==> config.mk <==
export PLATFORM = sky130hd
export DESIGN_NAME = retire_trace
export DESIGN_NICKNAME = d
export VERILOG_FILES = /design/src/logic/trace_pkg.sv /design/src/logic/mem_capture.sv /design/src/logic/operand_capture.sv /design/src/logic/retire_register.sv /design/src/logic/retire_trace.sv /design/src/logic/trap_tracker.sv
export SDC_FILE = /design/constraint.sdc
export NUM_CORES = 1
export LEC_CHECK = 0
export ABC_CLOCK_PERIOD_IN_PS = 2600
export BUFFER_PORTS_ARGS = -buffer_cell sky130_fd_sc_hd__buf_4
export CORE_AREA = 2 2 281 283
export DETAILED_ROUTE_END_ITERATION = 8
export DIE_AREA = 0 0 283 285
export GPL_TIMING_DRIVEN = 0
export PLACE_DENSITY_LB_ADDON = 0.25
export REMOVE_ABC_BUFFERS = 1
export SLEW_MARGIN = 20
export SYNTH_ARGS = -nofsm -noshare
export SYNTH_HDL_FRONTEND = slang
export SYNTH_HIERARCHICAL = 1
export SYNTH_SLANG_ARGS = --single-unit
==> constraint.sdc <==
create_clock -name clk -period 2.6 [get_ports clk]
set_input_delay 0.26 -clock clk [delete_from_list [all_inputs] [get_ports clk]]
set_output_delay 0.26 -clock clk [all_outputs]
set_load 0.01 [all_outputs]
==> src/logic/trace_pkg.sv <==
/*
 * Retirement trace definitions
 * Widths, pipeline encodings and the privilege mode shown after reset
 */
package trace_pkg;

  ////////////////////////////////////////
  // Data widths
  ////////////////////////////////////////

  // Data, address, PC or instruction value
  typedef logic [31:0] word_t;

  // Compressed instruction
  typedef logic [15:0] half_t;

  // Register file index
  typedef logic [4:0] reg_addr_t;

  // One bit per byte lane
  typedef logic [3:0] byte_mask_t;

  ////////////////////////////////////////
  // Pipeline encodings
  ////////////////////////////////////////

  typedef enum logic [1:0] {
    PRIV_LVL_U = 2'b00,
    PRIV_LVL_S = 2'b01,
    PRIV_LVL_M = 2'b11
  } priv_lvl_e;

  // Access size with code 3 reserved
  typedef enum logic [1:0] {
    TYPE_WORD = 2'b00,
    TYPE_HALF = 2'b01,
    TYPE_BYTE = 2'b10
  } data_type_e;

  // Next PC source
  typedef enum logic [2:0] {
    PC_BOOT = 3'd0,
    PC_JUMP = 3'd1,
    PC_EXC  = 3'd2,
    PC_ERET = 3'd3,
    PC_DRET = 3'd4
  } pc_sel_e;

  // Exception PC source
  typedef enum logic [1:0] {
    EXC_PC_EXC     = 2'd0,
    EXC_PC_IRQ     = 2'd1,
    EXC_PC_DBD     = 2'd2,
    EXC_PC_DBG_EXC = 2'd3
  } exc_pc_sel_e;

  // Core comes out of reset in machine mode
  localparam priv_lvl_e PRIV_RESET = PRIV_LVL_M;

endpackage

==> src/logic/mem_capture.sv <==
/*
 * Memory access capture
 * Byte mask from the access size, address and data of the open instruction
 */
module mem_capture import trace_pkg::*; (
  input  logic       clk,
  input  logic       rst_ni,
  input  logic       insn_new_i,
  input  logic       lsu_valid_i,
  input  data_type_e data_type_i,
  input  word_t      mem_addr_i,
  input  word_t      mem_rdata_i,
  input  word_t      mem_wdata_i,
  output byte_mask_t mem_mask_o,
  output word_t      mem_addr_o,
  output word_t      mem_rdata_o,
  output word_t      mem_wdata_o
);

  logic  mem_load;
  word_t mem_addr_q;
  word_t mem_rdata_q;
  word_t mem_wdata_q;

  // Lanes from the low end of the word
  always_comb begin
    case (data_type_i)
      TYPE_WORD: mem_mask_o = 4'b1111;
      TYPE_HALF: mem_mask_o = 4'b0011;
      TYPE_BYTE: mem_mask_o = 4'b0001;
      default:   mem_mask_o = 4'b0000;
    endcase
  end

  // Completing access of the current instruction
  assign mem_load = insn_new_i & lsu_valid_i;

  assign mem_addr_o  = mem_load ? mem_addr_i  : mem_addr_q;
  assign mem_rdata_o = mem_load ? mem_rdata_i : mem_rdata_q;
  assign mem_wdata_o = mem_load ? mem_wdata_i : mem_wdata_q;

  always_ff @(posedge clk or negedge rst_ni) begin
    if (!rst_ni) begin
      mem_addr_q  <= '0;
      mem_rdata_q <= '0;
      mem_wdata_q <= '0;
    end else begin
      mem_addr_q  <= mem_addr_o;
      mem_rdata_q <= mem_rdata_o;
      mem_wdata_q <= mem_wdata_o;
    end
  end

endmodule

==> src/logic/operand_capture.sv <==
/*
 * Operand capture
 * Selects the instruction word, tracks the open instruction and holds
 * its source and destination register values
 */
module operand_capture import trace_pkg::*; (
  input  logic      clk,
  input  logic      rst_ni,
  input  logic      instr_new_i,
  input  logic      instr_ret_i,
  input  word_t     instr_rdata_i,
  input  half_t     instr_rdata_c_i,
  input  logic      instr_is_compressed_i,
  input  word_t     rs1_data_i,
  input  word_t     rs2_data_i,
  input  logic      rd_we_i,
  input  reg_addr_t rd_addr_i,
  input  word_t     rd_wdata_i,
  output word_t     insn_o,
  output logic      insn_new_o,
  output word_t     rs1_data_o,
  output word_t     rs2_data_o,
  output reg_addr_t rd_addr_o,
  output word_t     rd_wdata_o
);

  logic      insn_new_q;
  word_t     rs1_data_q;
  word_t     rs2_data_q;
  reg_addr_t rd_addr_q;
  word_t     rd_wdata_q;

  // Compressed encodings are reported zero-extended
  assign insn_o = instr_is_compressed_i ? {16'h0000, instr_rdata_c_i} : instr_rdata_i;

  ////////////////////////////////////////
  // Open instruction flag
  ////////////////////////////////////////

  assign insn_new_o = instr_new_i | insn_new_q;

  always_ff @(posedge clk or negedge rst_ni) begin
    if (!rst_ni) begin
      insn_new_q <= 1'b0;
    end else if (instr_ret_i) begin
      insn_new_q <= 1'b0;
    end else begin
      insn_new_q <= insn_new_o;
    end
  end

  ////////////////////////////////////////
  // Register values
  ////////////////////////////////////////

  // Sources are read in decode
  assign rs1_data_o = instr_new_i ? rs1_data_i : rs1_data_q;
  assign rs2_data_o = instr_new_i ? rs2_data_i : rs2_data_q;

  // Destination follows the write port while the instruction is open
  always_comb begin
    rd_addr_o  = rd_addr_q;
    rd_wdata_o = rd_wdata_q;
    if (insn_new_o) begin
      if (!rd_we_i) begin
        rd_addr_o  = '0;
        rd_wdata_o = '0;
      end else begin
        rd_addr_o = rd_addr_i;
        // x0 is hardwired to zero
        rd_wdata_o = (rd_addr_i == 5'd0) ? '0 : rd_wdata_i;
      end
    end
  end

  always_ff @(posedge clk or negedge rst_ni) begin
    if (!rst_ni) begin
      rs1_data_q <= '0;
      rs2_data_q <= '0;
      rd_addr_q  <= '0;
      rd_wdata_q <= '0;
    end else begin
      rs1_data_q <= rs1_data_o;
      rs2_data_q <= rs2_data_o;
      rd_addr_q  <= rd_addr_o;
      rd_wdata_q <= rd_wdata_o;
    end
  end

endmodule

==> src/logic/retire_register.sv <==
/*
 * Trace record register
 * Samples the record every cycle and counts reported retirements
 */
module retire_register import trace_pkg::*; #(
  parameter int unsigned OrderWidth = 64
) (
  input  logic                  clk,
  input  logic                  rst_ni,
  input  logic                  instr_ret_i,
  input  logic                  illegal_insn_i,
  input  logic                  intr_i,
  input  priv_lvl_e             priv_mode_i,
  input  word_t                 insn_i,
  input  reg_addr_t             rs1_addr_i,
  input  reg_addr_t             rs2_addr_i,
  input  word_t                 rs1_data_i,
  input  word_t                 rs2_data_i,
  input  reg_addr_t             rd_addr_i,
  input  word_t                 rd_wdata_i,
  input  word_t                 pc_id_i,
  input  word_t                 pc_if_i,
  input  logic                  data_we_i,
  input  byte_mask_t            mem_mask_i,
  input  word_t                 mem_addr_i,
  input  word_t                 mem_rdata_i,
  input  word_t                 mem_wdata_i,
  output logic                  rvfi_valid_o,
  output logic [OrderWidth-1:0] rvfi_order_o,
  output word_t                 rvfi_insn_o,
  output logic                  rvfi_trap_o,
  output logic                  rvfi_halt_o,
  output logic                  rvfi_intr_o,
  output priv_lvl_e             rvfi_mode_o,
  output reg_addr_t             rvfi_rs1_addr_o,
  output reg_addr_t             rvfi_rs2_addr_o,
  output word_t                 rvfi_rs1_rdata_o,
  output word_t                 rvfi_rs2_rdata_o,
  output reg_addr_t             rvfi_rd_addr_o,
  output word_t                 rvfi_rd_wdata_o,
  output word_t                 rvfi_pc_rdata_o,
  output word_t                 rvfi_pc_wdata_o,
  output word_t                 rvfi_mem_addr_o,
  output byte_mask_t            rvfi_mem_rmask_o,
  output byte_mask_t            rvfi_mem_wmask_o,
  output word_t                 rvfi_mem_rdata_o,
  output word_t                 rvfi_mem_wdata_o
);

  always_ff @(posedge clk or negedge rst_ni) begin
    if (!rst_ni) begin
      rvfi_valid_o     <= 1'b0;
      rvfi_order_o     <= '0;
      rvfi_insn_o      <= '0;
      rvfi_trap_o      <= 1'b0;
      rvfi_halt_o      <= 1'b0;
      rvfi_intr_o      <= 1'b0;
      rvfi_mode_o      <= PRIV_RESET;
      rvfi_rs1_addr_o  <= '0;
      rvfi_rs2_addr_o  <= '0;
      rvfi_rs1_rdata_o <= '0;
      rvfi_rs2_rdata_o <= '0;
      rvfi_rd_addr_o   <= '0;
      rvfi_rd_wdata_o  <= '0;
      rvfi_pc_rdata_o  <= '0;
      rvfi_pc_wdata_o  <= '0;
      rvfi_mem_addr_o  <= '0;
      rvfi_mem_rmask_o <= '0;
      rvfi_mem_wmask_o <= '0;
      rvfi_mem_rdata_o <= '0;
      rvfi_mem_wdata_o <= '0;
    end else begin
      rvfi_valid_o     <= instr_ret_i;
      // Counts the records already reported
      rvfi_order_o     <= rvfi_order_o + OrderWidth'(rvfi_valid_o);
      rvfi_insn_o      <= insn_i;
      rvfi_trap_o      <= illegal_insn_i;
      rvfi_halt_o      <= 1'b0;
      rvfi_intr_o      <= intr_i;
      rvfi_mode_o      <= priv_mode_i;
      rvfi_rs1_addr_o  <= rs1_addr_i;
      rvfi_rs2_addr_o  <= rs2_addr_i;
      rvfi_rs1_rdata_o <= rs1_data_i;
      rvfi_rs2_rdata_o <= rs2_data_i;
      rvfi_rd_addr_o   <= rd_addr_i;
      rvfi_rd_wdata_o  <= rd_wdata_i;
      // PC of the retiring instruction and the one after it
      rvfi_pc_rdata_o  <= pc_id_i;
      rvfi_pc_wdata_o  <= pc_if_i;
      rvfi_mem_addr_o  <= mem_addr_i;
      rvfi_mem_rmask_o <= mem_mask_i;
      // Only stores write
      rvfi_mem_wmask_o <= data_we_i ? mem_mask_i : 4'b0000;
      rvfi_mem_rdata_o <= mem_rdata_i;
      rvfi_mem_wdata_o <= mem_wdata_i;
    end
  end

endmodule

==> src/logic/retire_trace.sv <==
/*
 * Retirement trace unit
 * Watches pipeline events and reports one record per retired instruction
 */
module retire_trace import trace_pkg::*; #(
  parameter int unsigned OrderWidth = 64
) (
  input  logic                  clk,
  input  logic                  rst_ni,

  // Decode and retirement
  input  logic                  instr_new_i,
  input  logic                  instr_ret_i,
  input  word_t                 instr_rdata_i,
  input  half_t                 instr_rdata_c_i,
  input  logic                  instr_is_compressed_i,
  input  logic                  illegal_insn_i,
  input  priv_lvl_e             priv_mode_i,
  input  word_t                 pc_id_i,
  input  word_t                 pc_if_i,

  // Register file
  input  reg_addr_t             rs1_addr_i,
  input  reg_addr_t             rs2_addr_i,
  input  word_t                 rs1_data_i,
  input  word_t                 rs2_data_i,
  input  logic                  rd_we_i,
  input  reg_addr_t             rd_addr_i,
  input  word_t                 rd_wdata_i,

  // Load/store unit
  input  logic                  lsu_valid_i,
  input  logic                  data_we_i,
  input  data_type_e            data_type_i,
  input  word_t                 mem_addr_i,
  input  word_t                 mem_rdata_i,
  input  word_t                 mem_wdata_i,

  // PC redirect
  input  logic                  pc_set_i,
  input  pc_sel_e               pc_mux_i,
  input  exc_pc_sel_e           exc_pc_mux_i,

  // Trace record
  output logic                  rvfi_valid_o,
  output logic [OrderWidth-1:0] rvfi_order_o,
  output word_t                 rvfi_insn_o,
  output logic                  rvfi_trap_o,
  output logic                  rvfi_halt_o,
  output logic                  rvfi_intr_o,
  output priv_lvl_e             rvfi_mode_o,
  output reg_addr_t             rvfi_rs1_addr_o,
  output reg_addr_t             rvfi_rs2_addr_o,
  output word_t                 rvfi_rs1_rdata_o,
  output word_t                 rvfi_rs2_rdata_o,
  output reg_addr_t             rvfi_rd_addr_o,
  output word_t                 rvfi_rd_wdata_o,
  output word_t                 rvfi_pc_rdata_o,
  output word_t                 rvfi_pc_wdata_o,
  output word_t                 rvfi_mem_addr_o,
  output byte_mask_t            rvfi_mem_rmask_o,
  output byte_mask_t            rvfi_mem_wmask_o,
  output word_t                 rvfi_mem_rdata_o,
  output word_t                 rvfi_mem_wdata_o
);

  // Open instruction flag that stays high in the retiring cycle
  logic       insn_new_hold;
  word_t      insn;
  word_t      rs1_data;
  word_t      rs2_data;
  reg_addr_t  rd_addr;
  word_t      rd_wdata;
  byte_mask_t mem_mask;
  word_t      mem_addr;
  word_t      mem_rdata;
  word_t      mem_wdata;
  logic       intr;

  ////////////////////////////////////////
  // Per-instruction capture
  ////////////////////////////////////////

  operand_capture u_operand_capture (
    .clk,
    .rst_ni,
    .instr_new_i,
    .instr_ret_i,
    .instr_rdata_i,
    .instr_rdata_c_i,
    .instr_is_compressed_i,
    .rs1_data_i,
    .rs2_data_i,
    .rd_we_i,
    .rd_addr_i,
    .rd_wdata_i,
    .insn_o       (insn),
    .insn_new_o   (insn_new_hold),
    .rs1_data_o   (rs1_data),
    .rs2_data_o   (rs2_data),
    .rd_addr_o    (rd_addr),
    .rd_wdata_o   (rd_wdata)
  );

  mem_capture u_mem_capture (
    .clk,
    .rst_ni,
    .insn_new_i   (insn_new_hold),
    .lsu_valid_i,
    .data_type_i,
    .mem_addr_i,
    .mem_rdata_i,
    .mem_wdata_i,
    .mem_mask_o   (mem_mask),
    .mem_addr_o   (mem_addr),
    .mem_rdata_o  (mem_rdata),
    .mem_wdata_o  (mem_wdata)
  );

  trap_tracker u_trap_tracker (
    .clk,
    .rst_ni,
    .pc_set_i,
    .pc_mux_i,
    .exc_pc_mux_i,
    .instr_ret_i,
    .insn_new_i   (insn_new_hold),
    .intr_o       (intr)
  );

  ////////////////////////////////////////
  // Record output
  ////////////////////////////////////////

  retire_register #(
    .OrderWidth (OrderWidth)
  ) u_retire_register (
    .clk,
    .rst_ni,
    .instr_ret_i,
    .illegal_insn_i,
    .intr_i       (intr),
    .priv_mode_i,
    .insn_i       (insn),
    .rs1_addr_i,
    .rs2_addr_i,
    .rs1_data_i   (rs1_data),
    .rs2_data_i   (rs2_data),
    .rd_addr_i    (rd_addr),
    .rd_wdata_i   (rd_wdata),
    .pc_id_i,
    .pc_if_i,
    .data_we_i,
    .mem_mask_i   (mem_mask),
    .mem_addr_i   (mem_addr),
    .mem_rdata_i  (mem_rdata),
    .mem_wdata_i  (mem_wdata),
    .rvfi_valid_o,
    .rvfi_order_o,
    .rvfi_insn_o,
    .rvfi_trap_o,
    .rvfi_halt_o,
    .rvfi_intr_o,
    .rvfi_mode_o,
    .rvfi_rs1_addr_o,
    .rvfi_rs2_addr_o,
    .rvfi_rs1_rdata_o,
    .rvfi_rs2_rdata_o,
    .rvfi_rd_addr_o,
    .rvfi_rd_wdata_o,
    .rvfi_pc_rdata_o,
    .rvfi_pc_wdata_o,
    .rvfi_mem_addr_o,
    .rvfi_mem_rmask_o,
    .rvfi_mem_wmask_o,
    .rvfi_mem_rdata_o,
    .rvfi_mem_wdata_o
  );

endmodule

==> src/logic/trap_tracker.sv <==
/*
 * Trap entry tracker
 * Flags the first instruction completed after a jump into a trap handler
 */
module trap_tracker import trace_pkg::*; (
  input  logic        clk,
  input  logic        rst_ni,
  input  logic        pc_set_i,
  input  pc_sel_e     pc_mux_i,
  input  exc_pc_sel_e exc_pc_mux_i,
  input  logic        instr_ret_i,
  input  logic        insn_new_i,
  output logic        intr_o
);

  logic trap_pc_d;
  logic trap_pc_q;
  logic trap_entry;

  // Redirect to the exception or interrupt vector
  assign trap_entry = pc_set_i && (pc_mux_i == PC_EXC) &&
                      ((exc_pc_mux_i == EXC_PC_EXC) || (exc_pc_mux_i == EXC_PC_IRQ));

  always_comb begin
    trap_pc_d = trap_pc_q;
    if (trap_entry) begin
      trap_pc_d = 1'b1;
    end else if (trap_pc_q && instr_ret_i) begin
      // Handler's first instruction is done
      trap_pc_d = 1'b0;
    end
  end

  always_ff @(posedge clk or negedge rst_ni) begin
    if (!rst_ni) begin
      trap_pc_q <= 1'b0;
    end else begin
      trap_pc_q <= trap_pc_d;
    end
  end

  assign intr_o = trap_pc_q & insn_new_i;

endmodule
After elaboration in Yosys (flattened, before gate mapping)
Cells that the tools add are included.
W data, S select, Z words.

cells by class
  mux-type cells = 9
  equality and inequality tests = 4
  reduce and logical (&&, ||, !) cells = 8
  bitwise gates (word level) = 3
  add/sub/neg operators = 1

operators by type and width
  kind                  count
  $mux W32              3
  $add A64 B1 Y64       1
  $pmux W4 S3           1
  $logic_not A5 Y1      1
  $mux W5               1
  $eq A2 B1 Y1 const B  2
  $logic_not A2 Y1      2
  $mux W4               1
  $eq A3 B2 Y1 const B  1
  $logic_and A1 B1 Y1   3
  $mux W1               3
  $and A1 B1 Y1         2
  $eq A2 B2 Y1 const B  1
  $reduce_bool A2 Y1    1
  $logic_or A1 B1 Y1    1
  $or A1 B1 Y1          1

storage, ports and cells
  register bits = 382
  word-level logic and storage cells = 46
  bits of input ports = 338
  output and inout bits = 381

Logic depth before layout (Yosys ltp)
  word-level depth = 4
  gate-level depth with buffers = 8
  mapped depth without buffers = 7

Modules after synthesis
Netlist, hierarchy kept.

modules (own cells, without submodules)
  module           seq. area each (µm²)  times used  area an instance (µm²)  cells each
  retire_register  9,511.6               1           10,885.4                594
  operand_capture  2,552.4               1           4,237.8                 339
  mem_capture      2,402.3               1           3,737.3                 207
  trap_tracker     25.0                  1           58.8                    5

Least setup slack after synthesis
No wires, ideal clock.

  path kind = reg2reg
  start = register u_retire_register.rvfi_order_o[12]
  end = register u_retire_register.rvfi_order_o[33]
  setup time = 0.128 ns
  stages on the path, launching flop included = 6
  buffers on the path = 0
  period minus slack after synthesis = 2.390 ns
  required time = 2.472 ns
  slack = 0.210 ns
  data arrival time = 2.262 ns
  cells stage by stage = dfrtp_1 > nand4_2 > or4_4 > or4_4 > or4_4 > xnor2_2

on the way
  cells in the longest elaborated chain, start to end = 1

ends and longest elaborated chain
  element                   line                   source
  start: declaration        retire_register.sv:29  output logic [OrderWidth-1:0] rvfi_order_o,
  start signal: assignment  retire_register.sv:75  rvfi_order_o <= rvfi_order_o + OrderWidth'(rvfi_valid_o);
  $add A64 B1 Y64           retire_register.sv:75

No other way between the ends.
A chain may end at the register's enable or synchronous reset.

Worst setup path in the final report
  start = register u_retire_register.rvfi_order_o[13]
  end = register u_retire_register.rvfi_order_o[33]

The elaborated chain is that of the path after synthesis.

==> results.toml <==
[status]
status = "finished, final reports clean"

[cells_and_area]
area_delta_synth_final_pct = 65.99
nFillCells = 7313
seq_area_mm2 = 0.01449
fin_area_mm2 = 0.03140
multi_input_area_mm2 = 0.004194
fin_cells = 3345
layout-drive-gt1-share_pct = 45.79
nets = 2580

[sta]
finClkSkew_ns = 0.02310
slew_violations = 0
rsz0062_at_grt = "no"
finalSetupViolCount = 0
period_share_pct = 96.42
maxSlewHeadroom_pct = 39.81
min_period_ns = 2.507
hold_viol = 0
fmax_mhz = 398.9
worst_pin_slew_ns = 0.9028

[logic_synthesis]
ys.flop_type = "dfrtp_1"
avgSynthCellArea_um2 = 16.52
synthTopCellsByArea = "dfrtp_1 (76%), mux2_2 (8.1%), mux2_4 (3.2%)"
syn-instance-count = 1145
synth_edf_count = 0
synthArstFlopShare_pct = 100.0
synth_area_mm2 = 0.01892
netlist.top_cell.by_area = "dfrtp_1"
synth_top_area_share_pct = 76.32
yosysWarnings = 6
ys_seq_area_share_pct = 76.60
yosysUniqueCellTypes = 38
ys_ff_latch = 579

[worst_setup_path]
reg2reg_from = "u_retire_register/rvfi_order_o[13]"
path_class = "flop to flop"
cp_cell_sequence = "nand4_4 > or4_4 > or4_4 > or4_4 > xnor2_2"
crit_path_end_kind = "flop"
reg2reg_to = "u_retire_register/rvfi_order_o[33]"
slowest_delay_ns = 0.59
crit_path_start_kind = "flop"
reg2reg_depth = 5
crit_slowest_cell = "or4_4"
required_ns = 3.08
crit_path_start = "u_retire_register/rvfi_order_o[13]"
critPathMaxFanout = 6
cpMostUsedCell = "or4_4"
worst_ep_arrival_time_ns = 2.98
reg2reg_slack_ns = 0.09

[pwr]
p_leak_nw = 14.85
power.density_mw_per_mm2 = 736.8
irDropWorstVdd_uv = 476.6

[grt]
grt_pass1_vias = 15070
grt.total_usage_pct = 14.17
antenna_found_initial = 1
grt_max_degree = 104
grt_pass1_wl_um = 88710
overflow = 0

[placed_design]
place_congestion = 0.8505
dp_hpwl_um = 41240
dpl-instance-area_mm2 = 0.02564
io_buffer_count = 716
dp_cells = 2881

[floorplan]
coreArea_mm2 = 0.07797
io_pins = 719
dieArea_mm2 = 0.08066
chipWidth_um = 283
row_count = 103
die_y_um = 285
start_util_pct = 24.27

[worst_hold_path]
whs_path_depth = 3
hp-start = "pc_mux_i[0]"
hp-class = "input port to flop"
whs_endpoint = "u_trap_tracker/trap_pc_q"

[detailed_routing]
detail_route.first_pass.iterations = 4
route.detailed.drc = 0
wire_per_inst_um = 17.42
wirelength_um = 58280
vias_per_cell = 3.995
vias = 13360
ant_nets = 0
initialDrtViolationCount = 418

[clock_tree]
cts_made_buffers = 68
htree_levels = 3
clk-insertion-delay-late_ns = 0.61
cts.path.max_buffers = 3
clock_sinks = 579
path_clk_slew_ns = 0.06
cts_root_buf = "clkbuf_16"
cts_tree = "yes"

[run]
maxCapViolCount = 0
==> layout make-up <==
cell class / instances / area share (%)
diodes: 2 / 0.01594
clock buffers: 97 / 6.315
clock inverters: 26 / 1.104
inverters: 16 / 0.1912
multi-input cells: 510 / 13.36
flip-flops and latches: 579 / 46.15
well taps: 1050 / 4.183
repair buffers: 1065 / 28.69
==> what timing repair did <==
action                     in CTS  in global routing
pin swaps                       6                  1
hold buffers                  328                  0
gates resized for setup         6                  4
buffers inserted               10                  1
setup endpoints to repair     128                 13
hold endpoints to repair      589                  0
==> metal layers <==
layer  wire, um  GRT usage [%]  vias to the layer above
met5         12              0                        -
met4       1974          5.997                        2
met3       3682          3.760                      116
met2      30770          25.19                      398
met1      21830          16.04                     6794
li1           -              -                     6052
==> placed cells by master (no fill, tap or decap), types with 8 or more instances in the layout <==
cell	Yosys	final
buf_16	0	8
buf_4	2	726
clkbuf_1	8	14
clkbuf_16	0	70
clkbuf_8	0	13
clkinv_2	0	12
dfrtp_1	577	576
dlygate4sd3_1	0	328
inv_1	16	15
mux2_2	136	136
mux2_4	40	40
nand2_1	68	67
nand3_1	54	52
nand4_1	24	24
nor2_1	23	22
nor2b_1	16	16
nor3_1	12	11
nor4_1	12	11
o21ai_0	22	22
xnor2_1	37	37
xor2_1	24	24
==> worst max-delay path by stage <==
stage                     slack, ns                                    end
after detailed placement      -0.83  u_retire_register/rvfi_mem_addr_o[16]
final                          0.09     u_retire_register/rvfi_order_o[33]
after global routing           0.03     u_retire_register/rvfi_order_o[33]
after global placement        -7.88  u_retire_register/rvfi_mem_rdata_o[1]
after CTS                      0.03     u_retire_register/rvfi_order_o[55]
after floorplan               -3.17            u_mem_capture/mem_addr_q[0]
==> through the flow <==
step                      setup TNS [ns]  power (mW)  hold WS (ns)  setup slack (ns)  util, %
after floorplan                  -622.83       11.26      -0.03559            -3.171        -
after global placement          -4519.56       13.07        0.3695            -7.877    32.53
after detailed placement         -104.23       13.13        0.2921           -0.8328    32.89
after CTS                              0       23.53       0.01717           0.03325    40.24
after global routing                   0       24.19       0.03610           0.02856    40.27
final                                  0       23.14       0.06745           0.09305    40.28
==> power by group <==
group          internal, mW  switching, mW
Sequential             9.90          0.317
Clock                  5.88           3.89
Combinational          1.76           1.39
==> kinds of logic (layout without fill, tap and decap cells) <==
family                   count (synthesis)  in the layout  share of synthesized area (%)
AO/OA/AOI/OAI                           33             33                         0.9920
XOR/XNOR                                62             62                          2.910
adder cells (fa/ha/maj)                  2              2                         0.1322
buffers and inverters                   56           1204                          1.627
flip-flops                             579            579                          76.60
multiplexers                           176            176                          11.27
other                                    1              3                        0.01982
AND/OR/NAND/NOR                        236            236                          6.455
==> registers in the layout, indices dropped and copies added (netlist names), 5 cells and up <==
signal,flops
u_operand_capture/rd_addr_q,5
u_mem_capture/mem_rdata_q,32
u_retire_register/rvfi_rs1_rdata_o,32
u_mem_capture/mem_wdata_q,32
u_retire_register/rvfi_rd_wdata_o,32
u_mem_capture/mem_addr_q,32
u_retire_register/rvfi_mem_addr_o,32
u_retire_register/rvfi_rs1_addr_o,5
u_retire_register/rvfi_mem_wdata_o,32
u_operand_capture/rs2_data_q,32
u_retire_register/rvfi_rs2_addr_o,5
u_retire_register/rvfi_pc_rdata_o,32
u_retire_register/rvfi_rs2_rdata_o,32
u_retire_register/rvfi_insn_o,32
u_retire_register/rvfi_mem_rdata_o,32
u_operand_capture/rd_wdata_q,32
u_retire_register/rvfi_pc_wdata_o,32
u_operand_capture/rs1_data_q,32
u_retire_register/rvfi_order_o,64
u_retire_register/rvfi_rd_addr_o,5
==> Yosys cell counts (6+ instances only) <==
library cell	n
dfrtp_1	577
mux2_2	136
nand2_1	68
nand3_1	54
mux2_4	40
xnor2_1	37
nand4_1	24
xor2_1	24
nor2_1	23
o21ai_0	22
buf_2	18
inv_1	16
nor2b_1	16
nor3_1	12
nor4_1	12
buf_6	9
clkbuf_1	8
o21ai_1	6
==> critical path, delay by kind of cell (launching register included) <==
family                    cells  cell delay (ns)
and+or+nand+nor               4             1.79
DFF                           1             0.46
xor gates and xnor gates      1             0.14
Power figures use the tool's default switching activity.
